[src/design/slide_pkg.sv]
package slide_pkg;

  // Lane geometry
  localparam int unsigned NrLanes   = 4;
  localparam int unsigned LaneBytes = 8;
  localparam int unsigned BeatBytes = NrLanes * LaneBytes;

  // Instruction ids and queue depths
  localparam int unsigned NrVInsn          = 8;
  localparam int unsigned InsnQueueDepth   = 4;
  localparam int unsigned ResultQueueDepth = 2;

  // Pointer and counter widths
  localparam int unsigned InsnIdxW = $clog2(InsnQueueDepth);
  localparam int unsigned ResIdxW  = $clog2(ResultQueueDepth);
  // Byte pointer inside a beat, must also hold BeatBytes itself
  localparam int unsigned BytePntW = $clog2(BeatBytes) + 1;
  // 16-bit vl or offset scaled by up to 8 bytes per element
  localparam int unsigned ByteCntW = 16 + 3;

  typedef logic [InsnIdxW-1:0] insn_idx_t;
  typedef logic [InsnIdxW:0]   insn_cnt_t;
  typedef logic [ResIdxW-1:0]  res_idx_t;
  typedef logic [ResIdxW:0]    res_cnt_t;
  typedef logic [BytePntW-1:0] byte_pnt_t;
  typedef logic [ByteCntW-1:0] byte_cnt_t;

  typedef logic [15:0]                  vl_t;
  typedef logic [15:0]                  offset_t;
  typedef logic [9:0]                   vaddr_t;
  typedef logic [$clog2(NrVInsn)-1:0]   vid_t;

  // Element width, log2 of the bytes per element
  typedef enum logic [1:0] {EW8, EW16, EW32, EW64} sew_e;
  typedef enum logic {SLIDE_UP, SLIDE_DOWN} slide_op_e;

  typedef struct packed {
    vid_t      id;
    slide_op_e op;
    sew_e      sew;
    vl_t       vl;
    offset_t   offset;
    vaddr_t    vd;
  } slide_req_t;

  typedef logic [8*LaneBytes-1:0]  lane_word_t;
  typedef logic [LaneBytes-1:0]    lane_strb_t;
  // Byte b of a beat sits in lane b/8 at offset b mod 8
  typedef lane_word_t [NrLanes-1:0] beat_t;

  typedef struct packed {
    vid_t                     id;
    vaddr_t                   addr;
    beat_t                    wdata;
    lane_strb_t [NrLanes-1:0] be;
  } result_t;

  // Slide distance in bytes
  function automatic byte_cnt_t byte_offset(slide_req_t req);
    return byte_cnt_t'(req.offset) << req.sew;
  endfunction

  // Whole vector length in bytes
  function automatic byte_cnt_t total_bytes(slide_req_t req);
    return byte_cnt_t'(req.vl) << req.sew;
  endfunction

  // Bytes the unit writes back; slide-up skips the bytes under the offset
  function automatic byte_cnt_t written_bytes(slide_req_t req);
    if (req.op == SLIDE_UP) begin
      return total_bytes(req) - byte_offset(req);
    end
    return total_bytes(req);
  endfunction

endpackage

[src/design/slide_if.sv]
`timescale 1ns/100ps

// Head of the instruction queue toward the slide engine
interface slide_insn_if;

  logic                  valid;
  // One-cycle pulse pops the head from the issue side
  logic                  ready;
  slide_pkg::slide_req_t req;

  modport queue (
    output valid,
    output req,
    input  ready
  );

  modport engine (
    input  valid,
    input  req,
    output ready
  );

endinterface


[src/design/slide_insn_queue.sv]
`timescale 1ns/100ps

module slide_insn_queue (
  input  logic                          clk_i,
  input  logic                          rst_ni,
  // Sequencer side
  input  logic                          req_valid_i,
  output logic                          req_ready_o,
  input  slide_pkg::slide_req_t         req_i,
  // Head toward the engine
  slide_insn_if.queue                   issue,
  // Retire strobe from the result queue
  input  logic                          commit_i,
  input  logic                          commit_last_i,
  output logic [slide_pkg::NrVInsn-1:0] done_o
);

  //////////////////////////////
  // Queue storage and pointers
  //////////////////////////////

  // The counts tell which slots hold a payload
  slide_pkg::slide_req_t queue_q [slide_pkg::InsnQueueDepth];

  // One pointer per phase of an instruction
  slide_pkg::insn_idx_t accept_pnt_q;
  slide_pkg::insn_idx_t issue_pnt_q;
  slide_pkg::insn_idx_t commit_pnt_q;
  // Instructions waiting to issue and waiting for write-back
  slide_pkg::insn_cnt_t issue_cnt_q;
  slide_pkg::insn_cnt_t commit_cnt_q;

  // Holds off the sequencer for the first cycle out of reset
  logic ready_en_q;
  logic full;
  logic accept;
  logic retire;

  // An instruction leaves only once its last beat has committed
  assign full        = commit_cnt_q == slide_pkg::insn_cnt_t'(slide_pkg::InsnQueueDepth);
  assign req_ready_o = ready_en_q && !full;
  assign accept      = req_valid_i && req_ready_o;
  assign retire      = commit_i && commit_last_i;

  // Registered head shows an accepted request the next cycle
  assign issue.valid = issue_cnt_q != '0;
  assign issue.req   = queue_q[issue_pnt_q];

  always_ff @(posedge clk_i) begin
    if (accept) begin
      queue_q[accept_pnt_q] <= req_i;
    end
  end

  always_ff @(posedge clk_i or negedge rst_ni) begin
    if (!rst_ni) begin
      ready_en_q   <= 1'b0;
      accept_pnt_q <= '0;
      issue_pnt_q  <= '0;
      commit_pnt_q <= '0;
      issue_cnt_q  <= '0;
      commit_cnt_q <= '0;
      done_o       <= '0;
    end else begin
      ready_en_q <= 1'b1;
      if (accept) begin
        accept_pnt_q <= accept_pnt_q + slide_pkg::insn_idx_t'(1);
      end
      // Engine done with the head
      if (issue.ready) begin
        issue_pnt_q <= issue_pnt_q + slide_pkg::insn_idx_t'(1);
      end
      if (retire) begin
        commit_pnt_q <= commit_pnt_q + slide_pkg::insn_idx_t'(1);
      end
      issue_cnt_q  <= issue_cnt_q + slide_pkg::insn_cnt_t'(accept)
                      - slide_pkg::insn_cnt_t'(issue.ready);
      commit_cnt_q <= commit_cnt_q + slide_pkg::insn_cnt_t'(accept)
                      - slide_pkg::insn_cnt_t'(retire);
      // Done pulse for the oldest instruction in accept order
      done_o <= '0;
      if (retire) begin
        done_o[queue_q[commit_pnt_q].id] <= 1'b1;
      end
    end
  end

  // A new request never lands on a slot that still waits for its commit
  a_no_accept_full: assert property (@(posedge clk_i) disable iff (!rst_ni)
    accept |-> accept_pnt_q != commit_pnt_q || commit_cnt_q == '0)
    else $error("instruction accepted into a full queue");

  // Last beat commits only for an instruction the engine already issued
  a_commit_after_issue: assert property (@(posedge clk_i) disable iff (!rst_ni)
    retire |-> commit_cnt_q != '0 && issue_cnt_q < commit_cnt_q)
    else $error("last beat committed for an instruction not yet issued");

endmodule

[src/flat_wrapper.sv]
// flat-port wrapper written by rule: the top's interface ports become plain ports
module slide_insn_queue_flat 
  (clk_i, rst_ni, req_valid_i, req_ready_o, req_i, commit_i, commit_last_i, done_o, issue_valid, issue_req, issue_ready);
  slide_insn_if issue_i ();
  input  logic clk_i;
  input  logic rst_ni;
  input  logic req_valid_i;
  output logic req_ready_o;
  input  slide_pkg::slide_req_t req_i;
  input  logic commit_i;
  input  logic commit_last_i;
  output logic [slide_pkg::NrVInsn-1:0] done_o;
  output wire logic [$bits(issue_i.valid)-1:0] issue_valid;
  output wire logic [$bits(issue_i.req)-1:0] issue_req;
  input wire logic [$bits(issue_i.ready)-1:0] issue_ready;
  assign issue_valid = issue_i.valid;
  assign issue_req = issue_i.req;
  assign issue_i.ready = issue_ready;
  slide_insn_queue u_core (.clk_i(clk_i), .rst_ni(rst_ni), .req_valid_i(req_valid_i), .req_ready_o(req_ready_o), .req_i(req_i), .issue(issue_i), .commit_i(commit_i), .commit_last_i(commit_last_i), .done_o(done_o));
endmodule
[config.mk]
export PLATFORM = sky130hd
export DESIGN_NAME = slide_insn_queue_flat
export DESIGN_NICKNAME = d
export VERILOG_FILES = /design/src/design/slide_pkg.sv /design/src/design/slide_if.sv /design/src/design/slide_insn_queue.sv /design/src/flat_wrapper.sv
export SDC_FILE = /design/constraint.sdc
export NUM_CORES = 1
export LEC_CHECK = 0
export CORE_AREA = 2 2 163 165
export CTS_BUF_LIST = sky130_fd_sc_hd__clkbuf_4
export DETAILED_ROUTE_END_ITERATION = 8
export DIE_AREA = 0 0 165 167
export DONT_BUFFER_PORTS = 1
export PLACE_DENSITY = 0.51
export SLEW_MARGIN = 20
export SYNTH_ARGS = -nofsm -noshare
export SYNTH_HDL_FRONTEND = slang
export SYNTH_SLANG_ARGS = --single-unit
[constraint.sdc]
create_clock -name clk_i -period 5.3 [get_ports clk_i]
set_input_delay 0.265 -clock clk_i [delete_from_list [all_inputs] [get_ports clk_i]]
set_output_delay 0.265 -clock clk_i [all_outputs]
set_load 0.02 [all_outputs]
==> metrics.md <==
| Metric | Value |
|---|---|
| Outcome | complete, no violations |
| Critical Path Max Stage Delay | 0.71 ns |
| WL met1 | between 6000 and 7000 microns |
| GP Congestion | 0.720 |
| Max clock buf depth | 3 |
| DR vias/cell | 4.47 |
| Cells on worst reg2reg path | 4 |
| Hold slack | 0.103 ns |
| # DRC | 0 |
| CP bufs+invs | 1 |
| Avg Inst Size Synth | 23.8 sq um |
| Number of DRC markers in iteration 0 | 134 |
| Yosys top cell by area | edfxtp_1 |
| Rows | between 50 and 60 |
| CP max-delay cell | dfrtp_4 |
| Fillers | 2,361 |
| Synth top area cells | edfxtp_1, mux4_2, dfrtp_1 |
| Ratio of cells with drive above 1 in the final layout | 29.3% |
| EDFF count, synth | 192 |
| Final period util | 49.8% |
| Most used DFF post-synth | edfxtp_1 |
| Worst-path cell chain | buf_16 > mux4_2 |
| CORE AREA | 25,800 sq um |
| Drt pass-1 iters | 4 |
| Most common cell in the netlist | edfxtp_1 |
| Largest net degree at the start of global routing | 51 |
| Ys async rst share | under 10% |
| Type of the tightest min-delay check | primary input to asynchronous set/reset pin |
| DR WL/cell | 18.8 microns |
| CP delay by family, top | flip-flops |
| CP endpoint kind | output pin |
| Final setup violation count | 0 |
| Reg2reg start | u_core.commit_cnt_q[2]$_DFF_PN0_ |
| Synthesis Warnings | 0 |
| Highest metal used | met4 |
| RSZ-0062 raised after global routing | no |
| Post-synthesis cell area | 7920 sq um |
| Post-Syn Nets | 397 |
| PwrDens | 510 nW/um^2 |
| Yosys cell types | 24 |
| CTS tree | yes |
| Relative max-transition margin | 48.8% |
| Commonest cells post-synth | edfxtp_1, mux4_2, dfrtp_1 |
| Clock H-tree levels | 2 |
| Worst r2r dst | u_core.queue_q[0][3]$_DFFE_PP_ |
| Hold Vio Cnt, Final | 0 |
| Total GRT Usage | approximately 11% |
| Crit Path Class | register to output pin |
| CTS Root Cell | clkbuf_4 |
| Clock slew seen by the registers of the worst setup and hold paths | 0.08 ns |
| Flops & latches, synth | 213 |
| Wire length of the first global-routing pass | 23,500 microns |
| Boundary Pins | 112 |
| Die Wd | 165 microns |
| Starting density of the core | 30.7% |
| Vias in the first global route | ~4k |
| Sink Count | 213 |
| Seq/Total Area, Yosys | 79.5% |
| Levels on crit path | 2 |
| Fin. max-slew vios | 0 |
| Final Net Count | 503 |
| Reg2Reg Setup Slack | 2.96 ns |
| Die H | 167 microns |
| Final instance area | about 9600 sq um |
| CP arrival | 2.38 ns |
| Max-cap viol count | 0 |
| Clock latency on the worst-skew pair | ~0.65 ns |
| GR Overflow Total | 0 |
| TNS Setup | 0 ns |
| Cell count after synthesis | approximately 330 |
| VDD IR max | between 0.2 and 0.25 mV |
| Top cell type's share of synthesized area | 72.8% |
| LEAKAGE | 3.20 nW |
| Port bufs | 0 |
| Initial antenna violation count | 2 |
| Post-CTS Resized | 0 |
| Required @ worst endpoint | 5.04 ns |
| Final wirelength | 15,300 microns |
| Final HPWL DP | 8850 microns |
| Routed wl met3 | 1280 microns |
| Clk_skew | 0.0202 ns |
| Fmax | ~380 MHz |
| Crit Path Max Fanout | 31 |
| Placed inst area | 8320 sq um |
| Total die area | 27,600 sq um |
| Area grow syn2layout | 20.7% |
| Via count | 3,623 |
| Element type at the critical path start | register |
| Routed wl met2 | around 7200 microns |
| Fin crit period | ~2.6 ns |
| Worst Tran Pin Value | 0.769 ns |
| Routed Antenna Nets | 0 |
| CTS Buf Count | 56 |
## layer usage
metal  track usage, %  up-vias
met2             17.8      130
li1                 -     1611
met5                0        -
met4             5.26        0
met3             4.71       44
met1             14.0     1838
## worst max path at each step
stage                                            startpoint                               to  slack (ns)
after floorplan            u_core.commit_cnt_q[2]$_DFF_PN0_   u_core.queue_q[0][0]$_DFFE_PP_        2.99
after global placement     u_core.commit_cnt_q[2]$_DFF_PN0_  u_core.queue_q[1][44]$_DFFE_PP_        2.91
after detailed placement   u_core.commit_cnt_q[2]$_DFF_PN0_   u_core.queue_q[0][3]$_DFFE_PP_        2.87
after CTS                 u_core.issue_pnt_q[0]$_DFFE_PN0P_                    issue_req[20]        2.31
after global routing      u_core.issue_pnt_q[0]$_DFFE_PN0P_                    issue_req[20]        2.47
final                     u_core.issue_pnt_q[0]$_DFFE_PN0P_                    issue_req[20]        2.66
## timing repair
item	CTS	global route
endpoints found under the hold margin	224	21
setup buffers	0	0
hold buffers	54	1
## cell usage in the layout (no fill, tap or decap), types with 4 or more instances in the layout
| cell | n |
|---|---|
| xnor2_1 | 7 |
| dfrtp_1 | 19 |
| clkbuf_4 | 67 |
| and2_2 | 4 |
| dlygate4sd3_1 | 54 |
| clkinv_2 | 4 |
| inv_1 | 11 |
| nand2_1 | 4 |
| clkinv_1 | 19 |
| nor2_1 | 8 |
| edfxtp_1 | 192 |
| buf_4 | 5 |
| ha_1 | 8 |
| mux4_2 | 50 |
## sequential cells by signal, summed over array words and instances (netlist names)
signal and count:
u_core.ready_en_q 1, u_core.issue_pnt_q 2, u_core.queue_q 192, u_core.accept_pnt_q 2
u_core.issue_cnt_q 3, u_core.commit_pnt_q 2, u_core.done_o 8, u_core.commit_cnt_q 3
## cell families after synthesis
| family | after synthesis | synth area share (%) |
|---|---|---|
| mux | 52 | 14.7 |
| compound gates | 2 | 0.237 |
| buf+inv | 24 | 1.34 |
| simple gates | 22 | 1.45 |
| flops | 213 | 79.5 |
| xor+xnor | 9 | 0.996 |
| fa+ha+maj | 10 | 1.77 |
| other cells | 1 | 0.0474 |
## stage by stage
stage	util, %	setup slack (ns)	total power, mW	cells
after floorplan	-	2.99	3.27	333
after global placement	32.3	2.91	3.53	660
after detailed placement	32.3	2.87	3.54	660
after CTS	36.9	2.31	4.97	807
after global routing	37.1	2.47	5.16	811
final	37.1	2.66	4.87	811
## power by group
part	total [mW]	switching, mW	leakage, nW	internal (mW)
combinational	1.34	0.809	0.814	0.529
clock	1.34	0.645	0.386	0.692
sequential	2.19	0.130	2.00	2.06
## cell type report
cell class              count  area, sq um  area share [%]
repair buffers             61          611            6.39
multi-input cells          96         1530            16.0
clock buffers              67          503            5.26
clock inverters            26          155            1.62
diodes                      2         5.00          0.0524
inverters                  11         41.3           0.432
flip-flops and latches    213         6300            65.9
well taps                 335          419            4.39
(Power assumes the default switching activity.)
