### src/design/slide_pkg.sv
package slide_pkg;

  // Lane geometry
  localparam int unsigned NrLanes   = 4;
  localparam int unsigned LaneBytes = 8;
  localparam int unsigned BeatBytes = NrLanes * LaneBytes;

  // Instruction ids and queue depths
  localparam int unsigned NrVInsn          = 8;
  localparam int unsigned InsnQueueDepth   = 4;
  localparam int unsigned ResultQueueDepth = 2;

  // Pointer and counter widths
  localparam int unsigned InsnIdxW = $clog2(InsnQueueDepth);
  localparam int unsigned ResIdxW  = $clog2(ResultQueueDepth);
  // Byte pointer inside a beat, must also hold BeatBytes itself
  localparam int unsigned BytePntW = $clog2(BeatBytes) + 1;
  // 16-bit vl or offset scaled by up to 8 bytes per element
  localparam int unsigned ByteCntW = 16 + 3;

  typedef logic [InsnIdxW-1:0] insn_idx_t;
  typedef logic [InsnIdxW:0]   insn_cnt_t;
  typedef logic [ResIdxW-1:0]  res_idx_t;
  typedef logic [ResIdxW:0]    res_cnt_t;
  typedef logic [BytePntW-1:0] byte_pnt_t;
  typedef logic [ByteCntW-1:0] byte_cnt_t;

  typedef logic [15:0]                  vl_t;
  typedef logic [15:0]                  offset_t;
  typedef logic [9:0]                   vaddr_t;
  typedef logic [$clog2(NrVInsn)-1:0]   vid_t;

  // Element width, log2 of the bytes per element
  typedef enum logic [1:0] {EW8, EW16, EW32, EW64} sew_e;
  typedef enum logic {SLIDE_UP, SLIDE_DOWN} slide_op_e;

  typedef struct packed {
    vid_t      id;
    slide_op_e op;
    sew_e      sew;
    vl_t       vl;
    offset_t   offset;
    vaddr_t    vd;
  } slide_req_t;

  typedef logic [8*LaneBytes-1:0]  lane_word_t;
  typedef logic [LaneBytes-1:0]    lane_strb_t;
  // Byte b of a beat sits in lane b/8 at offset b mod 8
  typedef lane_word_t [NrLanes-1:0] beat_t;

  typedef struct packed {
    vid_t                     id;
    vaddr_t                   addr;
    beat_t                    wdata;
    lane_strb_t [NrLanes-1:0] be;
  } result_t;

  // Slide distance in bytes
  function automatic byte_cnt_t byte_offset(slide_req_t req);
    return byte_cnt_t'(req.offset) << req.sew;
  endfunction

  // Whole vector length in bytes
  function automatic byte_cnt_t total_bytes(slide_req_t req);
    return byte_cnt_t'(req.vl) << req.sew;
  endfunction

  // Bytes the unit writes back; slide-up skips the bytes under the offset
  function automatic byte_cnt_t written_bytes(slide_req_t req);
    if (req.op == SLIDE_UP) begin
      return total_bytes(req) - byte_offset(req);
    end
    return total_bytes(req);
  endfunction

endpackage

### src/design/slide_if.sv


// Result beats from the engine into the result queue
interface slide_beat_if;

  logic                valid;
  // Ready means the result queue is not full
  logic                ready;
  // Final beat of an instruction
  logic                last;
  slide_pkg::result_t  beat;

  modport src (
    output valid,
    output last,
    output beat,
    input  ready
  );

  modport dst (
    input  valid,
    input  last,
    input  beat,
    output ready
  );

endinterface

### src/design/slide_result_queue.sv
`timescale 1ns/100ps

module slide_result_queue (
  input  logic                                           clk_i,
  input  logic                                           rst_ni,
  // Beats from the engine
  slide_beat_if.dst                                      result,
  // Lane write-back, one handshake per lane
  output logic                  [slide_pkg::NrLanes-1:0] result_valid_o,
  input  logic                  [slide_pkg::NrLanes-1:0] result_ready_i,
  output slide_pkg::vid_t       [slide_pkg::NrLanes-1:0] result_id_o,
  output slide_pkg::vaddr_t     [slide_pkg::NrLanes-1:0] result_addr_o,
  output slide_pkg::beat_t                               result_wdata_o,
  output slide_pkg::lane_strb_t [slide_pkg::NrLanes-1:0] result_be_o,
  // Retire strobe toward the instruction queue
  output logic                                           commit_o,
  output logic                                           commit_last_o
);

  // Entry payload and its last flag
  slide_pkg::result_t                       entry_q [slide_pkg::ResultQueueDepth];
  logic [slide_pkg::ResultQueueDepth-1:0]   last_q;
  // Lanes that still have to take their word
  logic [slide_pkg::ResultQueueDepth-1:0][slide_pkg::NrLanes-1:0] lane_valid_q;

  slide_pkg::res_idx_t wr_pnt_q;
  slide_pkg::res_idx_t rd_pnt_q;
  slide_pkg::res_cnt_t cnt_q;

  slide_pkg::result_t head;
  logic               push;

  assign result.ready = cnt_q != slide_pkg::res_cnt_t'(slide_pkg::ResultQueueDepth);
  assign push         = result.valid && result.ready;

  //////////////////////////////
  // Lane write-back
  //////////////////////////////

  assign head           = entry_q[rd_pnt_q];
  assign result_valid_o = lane_valid_q[rd_pnt_q];
  assign result_id_o    = {slide_pkg::NrLanes{head.id}};
  assign result_addr_o  = {slide_pkg::NrLanes{head.addr}};
  assign result_wdata_o = head.wdata;
  assign result_be_o    = head.be;

  // Head retires once every lane has taken its word
  assign commit_o      = cnt_q != '0 && lane_valid_q[rd_pnt_q] == '0;
  assign commit_last_o = commit_o && last_q[rd_pnt_q];

  always_ff @(posedge clk_i) begin
    if (push) begin
      entry_q[wr_pnt_q] <= result.beat;
      last_q[wr_pnt_q]  <= result.last;
    end
  end

  always_ff @(posedge clk_i or negedge rst_ni) begin
    if (!rst_ni) begin
      lane_valid_q <= '0;
      wr_pnt_q     <= '0;
      rd_pnt_q     <= '0;
      cnt_q        <= '0;
    end else begin
      // Each lane drops its valid on its own handshake
      for (int l = 0; l < int'(slide_pkg::NrLanes); l++) begin
        if (result_valid_o[l] && result_ready_i[l]) begin
          lane_valid_q[rd_pnt_q][l] <= 1'b0;
        end
      end
      // Write slot differs from the head whenever a lane is busy
      if (push) begin
        lane_valid_q[wr_pnt_q] <= '1;
        wr_pnt_q               <= wr_pnt_q + slide_pkg::res_idx_t'(1);
      end
      if (commit_o) begin
        rd_pnt_q <= rd_pnt_q + slide_pkg::res_idx_t'(1);
      end
      cnt_q <= cnt_q + slide_pkg::res_cnt_t'(push) - slide_pkg::res_cnt_t'(commit_o);
    end
  end

  // A waiting lane keeps its word until it takes it
  for (genvar l = 0; l < int'(slide_pkg::NrLanes); l++) begin : gen_lane_check
    a_lane_stable: assert property (@(posedge clk_i) disable iff (!rst_ni)
      result_valid_o[l] && !result_ready_i[l] |=>
        result_valid_o[l] && $stable(result_wdata_o[l]) && $stable(result_be_o[l])
        && $stable(result_addr_o[l]) && $stable(result_id_o[l]))
      else $error("lane %0d output changed before its handshake", l);
  end

endmodule

### src/flat_wrapper.sv
// flat-port wrapper written by rule: the top's interface ports become plain ports
module slide_result_queue_flat 
  (clk_i, rst_ni, result_valid_o, result_ready_i, result_id_o, result_addr_o, result_wdata_o, result_be_o, commit_o, commit_last_o, result_valid, result_last, result_beat, result_ready);
  slide_beat_if result_i ();
  input  logic clk_i;
  input  logic rst_ni;
  output logic                  [slide_pkg::NrLanes-1:0] result_valid_o;
  input  logic                  [slide_pkg::NrLanes-1:0] result_ready_i;
  output slide_pkg::vid_t       [slide_pkg::NrLanes-1:0] result_id_o;
  output slide_pkg::vaddr_t     [slide_pkg::NrLanes-1:0] result_addr_o;
  output slide_pkg::beat_t result_wdata_o;
  output slide_pkg::lane_strb_t [slide_pkg::NrLanes-1:0] result_be_o;
  output logic commit_o;
  output logic commit_last_o;
  input wire logic [$bits(result_i.valid)-1:0] result_valid;
  input wire logic [$bits(result_i.last)-1:0] result_last;
  input wire logic [$bits(result_i.beat)-1:0] result_beat;
  output wire logic [$bits(result_i.ready)-1:0] result_ready;
  assign result_i.valid = result_valid;
  assign result_i.last = result_last;
  assign result_i.beat = result_beat;
  assign result_ready = result_i.ready;
  slide_result_queue u_core (.clk_i(clk_i), .rst_ni(rst_ni), .result(result_i), .result_valid_o(result_valid_o), .result_ready_i(result_ready_i), .result_id_o(result_id_o), .result_addr_o(result_addr_o), .result_wdata_o(result_wdata_o), .result_be_o(result_be_o), .commit_o(commit_o), .commit_last_o(commit_last_o));
endmodule
### config.mk
export PLATFORM = sky130hd
export DESIGN_NAME = slide_result_queue_flat
export DESIGN_NICKNAME = d
export VERILOG_FILES = /design/src/design/slide_pkg.sv /design/src/design/slide_if.sv /design/src/design/slide_result_queue.sv /design/src/flat_wrapper.sv
export SDC_FILE = /design/constraint.sdc
export NUM_CORES = 1
export LEC_CHECK = 0
export BUFFER_PORTS_ARGS = -buffer_cell sky130_fd_sc_hd__buf_4
export CAP_MARGIN = 20
export CORE_AREA = 4 4 253 255
export DETAILED_ROUTE_END_ITERATION = 7
export DIE_AREA = 0 0 257 259
export GPL_ROUTABILITY_DRIVEN = 0
export PLACE_DENSITY = 0.71
export SYNTH_ARGS = -nofsm -noshare
export SYNTH_HDL_FRONTEND = slang
export SYNTH_SLANG_ARGS = --single-unit
### constraint.sdc
create_clock -name clk_i -period 18.6 [get_ports clk_i]
set_input_delay 0.93 -clock clk_i [delete_from_list [all_inputs] [get_ports clk_i]]
set_output_delay 0.93 -clock clk_i [all_outputs]
set_load 0.1 [all_outputs]
==> flow_summary_export.csv <==
group,metric,value,unit
outcome,status,"finished, final reports clean",
worst_hold_path,hp-class,"input pin to async pin",
drt,dr.pass1.iters,4,
logic_synthesis,syn_nets,1350,
critical_path,crit_required,17.67,ns
cts,clkSinkCount,616,
critical_path,reg2reg_to,"u_core.entry_q[0][162]",
layout,multi_input_area,3660,sq um
critical_path,worstSetupStartpoint,"u_core.rd_pnt_q",
critical_path,endpoint_kind,"output pin",
timing,slew_headroom,29.6,%
critical_path,cp_cell_sequence,"buf_4, buf_4, mux2_2, buf_4",
drt,avgViaCountPerCell,4.60,
drt,antenna_left,0,
cts,cts_resized,0,
logic_synthesis,ys_seq_area_share,81.6,%
timing,min_period,4.79,ns
drt,post_drt_wl_per_cell,20.4,um
global_routing,grt_first_pass_wirelength,76400,um
logic_synthesis,synth_top_area_share,80.2,%
drt,drc,0,
critical_path,rr_worst_depth,6,
global_routing,grt_use_total,15.0,%
timing,rsz0062_at_grt,"no",
global_routing,grt_antenna_before_repair,2,
critical_path,cpPeakStageDelay,0.88,ns
critical_path,cp-endpoint,"result_id_o[1]",
critical_path,crit_top_cell,"buf_4",
layout,drive_gt1_share,61.3,%
logic_synthesis,yosys_warnings,0,
critical_path,start_kind,"flop",
floorplan,io_pins,656,
timing,finalCritPeriodShare,25.8,%
placement,port_buffers,655,
cts,post_cts_buffers,0,
floorplan,rows,91,
critical_path,worst-setup-path-type,"flop to output pin",
timing,max_freq,0.209,GHz
floorplan,core-area,61600,sq um
global_routing,first_global_vias,12800,
drt,vias,11900,
cts,insertion_delay,0.58,ns
critical_path,r2r-start,"u_core.cnt_q[1]",
timing,worst_pin_slew,1.06,ns
timing,finalHoldViolations,0,
layout,final_nets,2009,
timing,skew,0.0254,ns
layout,area_delta_synth_final,33.7,%
timing,fin_setup_tns,0,ns
floorplan,die_area,66600,sq um
critical_path,crit_fanout,75,
layout,seqCellArea,18400,sq um
logic_synthesis,yosys.area.top_type,"edfxtp_1",
global_routing,grt_max_degree,105,
floorplan,die_width,257,um
layout,nFillCells,5039,
cts,cts_root_buf,"clkbuf_16",
cts,htree_levels,3,
logic_synthesis,synthTopCellsByArea,"edfxtp_1 (80%), mux2_2 (15%), dfrtp_1 (1.3%)",
global_routing,grt-ovfl-total,0,
timing,slew_viol_final,0,
logic_synthesis,synth_area,22600,sq um
cts,tritoncts,"built",
placement,dp_hpwl,36700,um
cts,cts_buffer_depth,3,
logic_synthesis,synth_seq_cells,616,
logic_synthesis,synth_cells,1039,
drt,drtIter0Drc,562,
cts,cts_made_buffers,66,
timing,finalSetupViolCount,0,
floorplan,die_y,259,um
logic_synthesis,ys_types,24,
critical_path,slowest_stage,"buf_4",
drt,finalWirelength,52800,um
cts,cts_hold_buffers,0,
job,drv_cap,0,
logic_synthesis,avgSynthCellArea,21.8,sq um
critical_path,arrival,3.86,ns
cts,cts.clk_slew.worst_paths,0.06,ns
floorplan,start_util,36.7,%
critical_path,regToRegSetupSlack,14.94,ns
-- cell type report --
| type | instances | area share (%) |
|---|---|---|
| sequential | 616 | 61.0 |
| inverter | 8 | 0.124 |
| antenna | 3 | 0.0248 |
| clock buffer | 81 | 5.72 |
| tap | 837 | 3.46 |
| timing repair buffer | 667 | 16.6 |
| clock inverter | 30 | 0.923 |
| multi-input combinational | 339 | 12.1 |
-- worst max-delay path: cells and delay by family (launching register included) --
| kind | cells | cell delay (ns) |
|---|---|---|
| DFF | 1 | 0.76 |
| buffers and inverters | 3 | 1.89 |
| muxes | 1 | 0.49 |
-- per-stage QoR --
step	std cells	cell area [sq um]	hold WS, ns	setup WS, ns	util, %
after floorplan	1039	22600	0.444	8.15	-
after global placement	2466	28200	0.455	14.41	45.8
after detailed placement	2466	28200	0.463	14.37	45.8
after CTS	2577	30200	0.124	13.73	49.0
after global routing	2578	30200	0.153	13.61	49.1
final	2581	30200	0.182	13.81	49.1
-- synthesized netlist by cell type --
master and n:
nor2b_1 1, nor3_1 1, nor2_1 2, buf_6 1, edfxtp_1 604, or2_2 1, a21oi_1 1, dfrtp_1 12
mux2_4 1, nor4_4 1, a21o_1 4, and3_1 1, buf_4 39, xor2_1 1, o21ai_0 4, nand2b_1 1
mux2i_1 1, buf_2 34, clkbuf_1 2, inv_1 8, ha_1 2, mux2_2 304, nand2_1 11, xnor2_1 2
-- state kept, by name, summed over array words and instances (netlist names) --
register,flops
u_core.cnt_q,2
u_core.entry_q,602
u_core.last_q,2
u_core.rd_pnt_q,1
u_core.wr_pnt_q,1
u_core.lane_valid_q,8
-- routing by layer --
metal | GRT usage (%) | wire [um]
met5 | 0 | 0
met4 | 6.29 | 1800
met3 | 4.98 | 4170
met2 | 26.3 | 27500
met1 | 16.8 | 19300
-- placed cells by master, fill, tap and decap left out, types with 3 or more instances in the layout --
| master | count |
|---|---|
| buf_4 | 666 |
| edfxtp_1 | 604 |
| mux2_2 | 304 |
| clkbuf_16 | 67 |
| clkbuf_1 | 14 |
| nand2_1 | 11 |
| dfrtp_1 | 11 |
| clkinv_2 | 9 |
| inv_1 | 7 |
| clkinv_1 | 7 |
| a21o_1 | 4 |
| o21ai_0 | 4 |
| clkinvlp_4 | 4 |
| diode_2 | 3 |
| bufinv_16 | 3 |
| inv_6 | 3 |
-- cells by family after synthesis --
group,Yosys count,synth area share (%)
simple gates,19,0.443
compound gates,9,0.244
fa+ha+maj,2,0.111
flops,616,81.6
xor+xnor,3,0.116
buf+inv,84,2.26
mux,306,15.3
-- how the worst min path moves through the flow --
stage                                         to  slack, ns
after floorplan           u_core.lane_valid_q[6]       0.44
after global placement    u_core.lane_valid_q[6]       0.45
after detailed placement  u_core.lane_valid_q[6]       0.46
after CTS                 u_core.lane_valid_q[0]       0.12
after global routing             u_core.rd_pnt_q       0.15
final                            u_core.rd_pnt_q       0.18
Power is not shown: default switching activity piles up to over one toggle a cycle in this logic, so the estimate is an artifact.
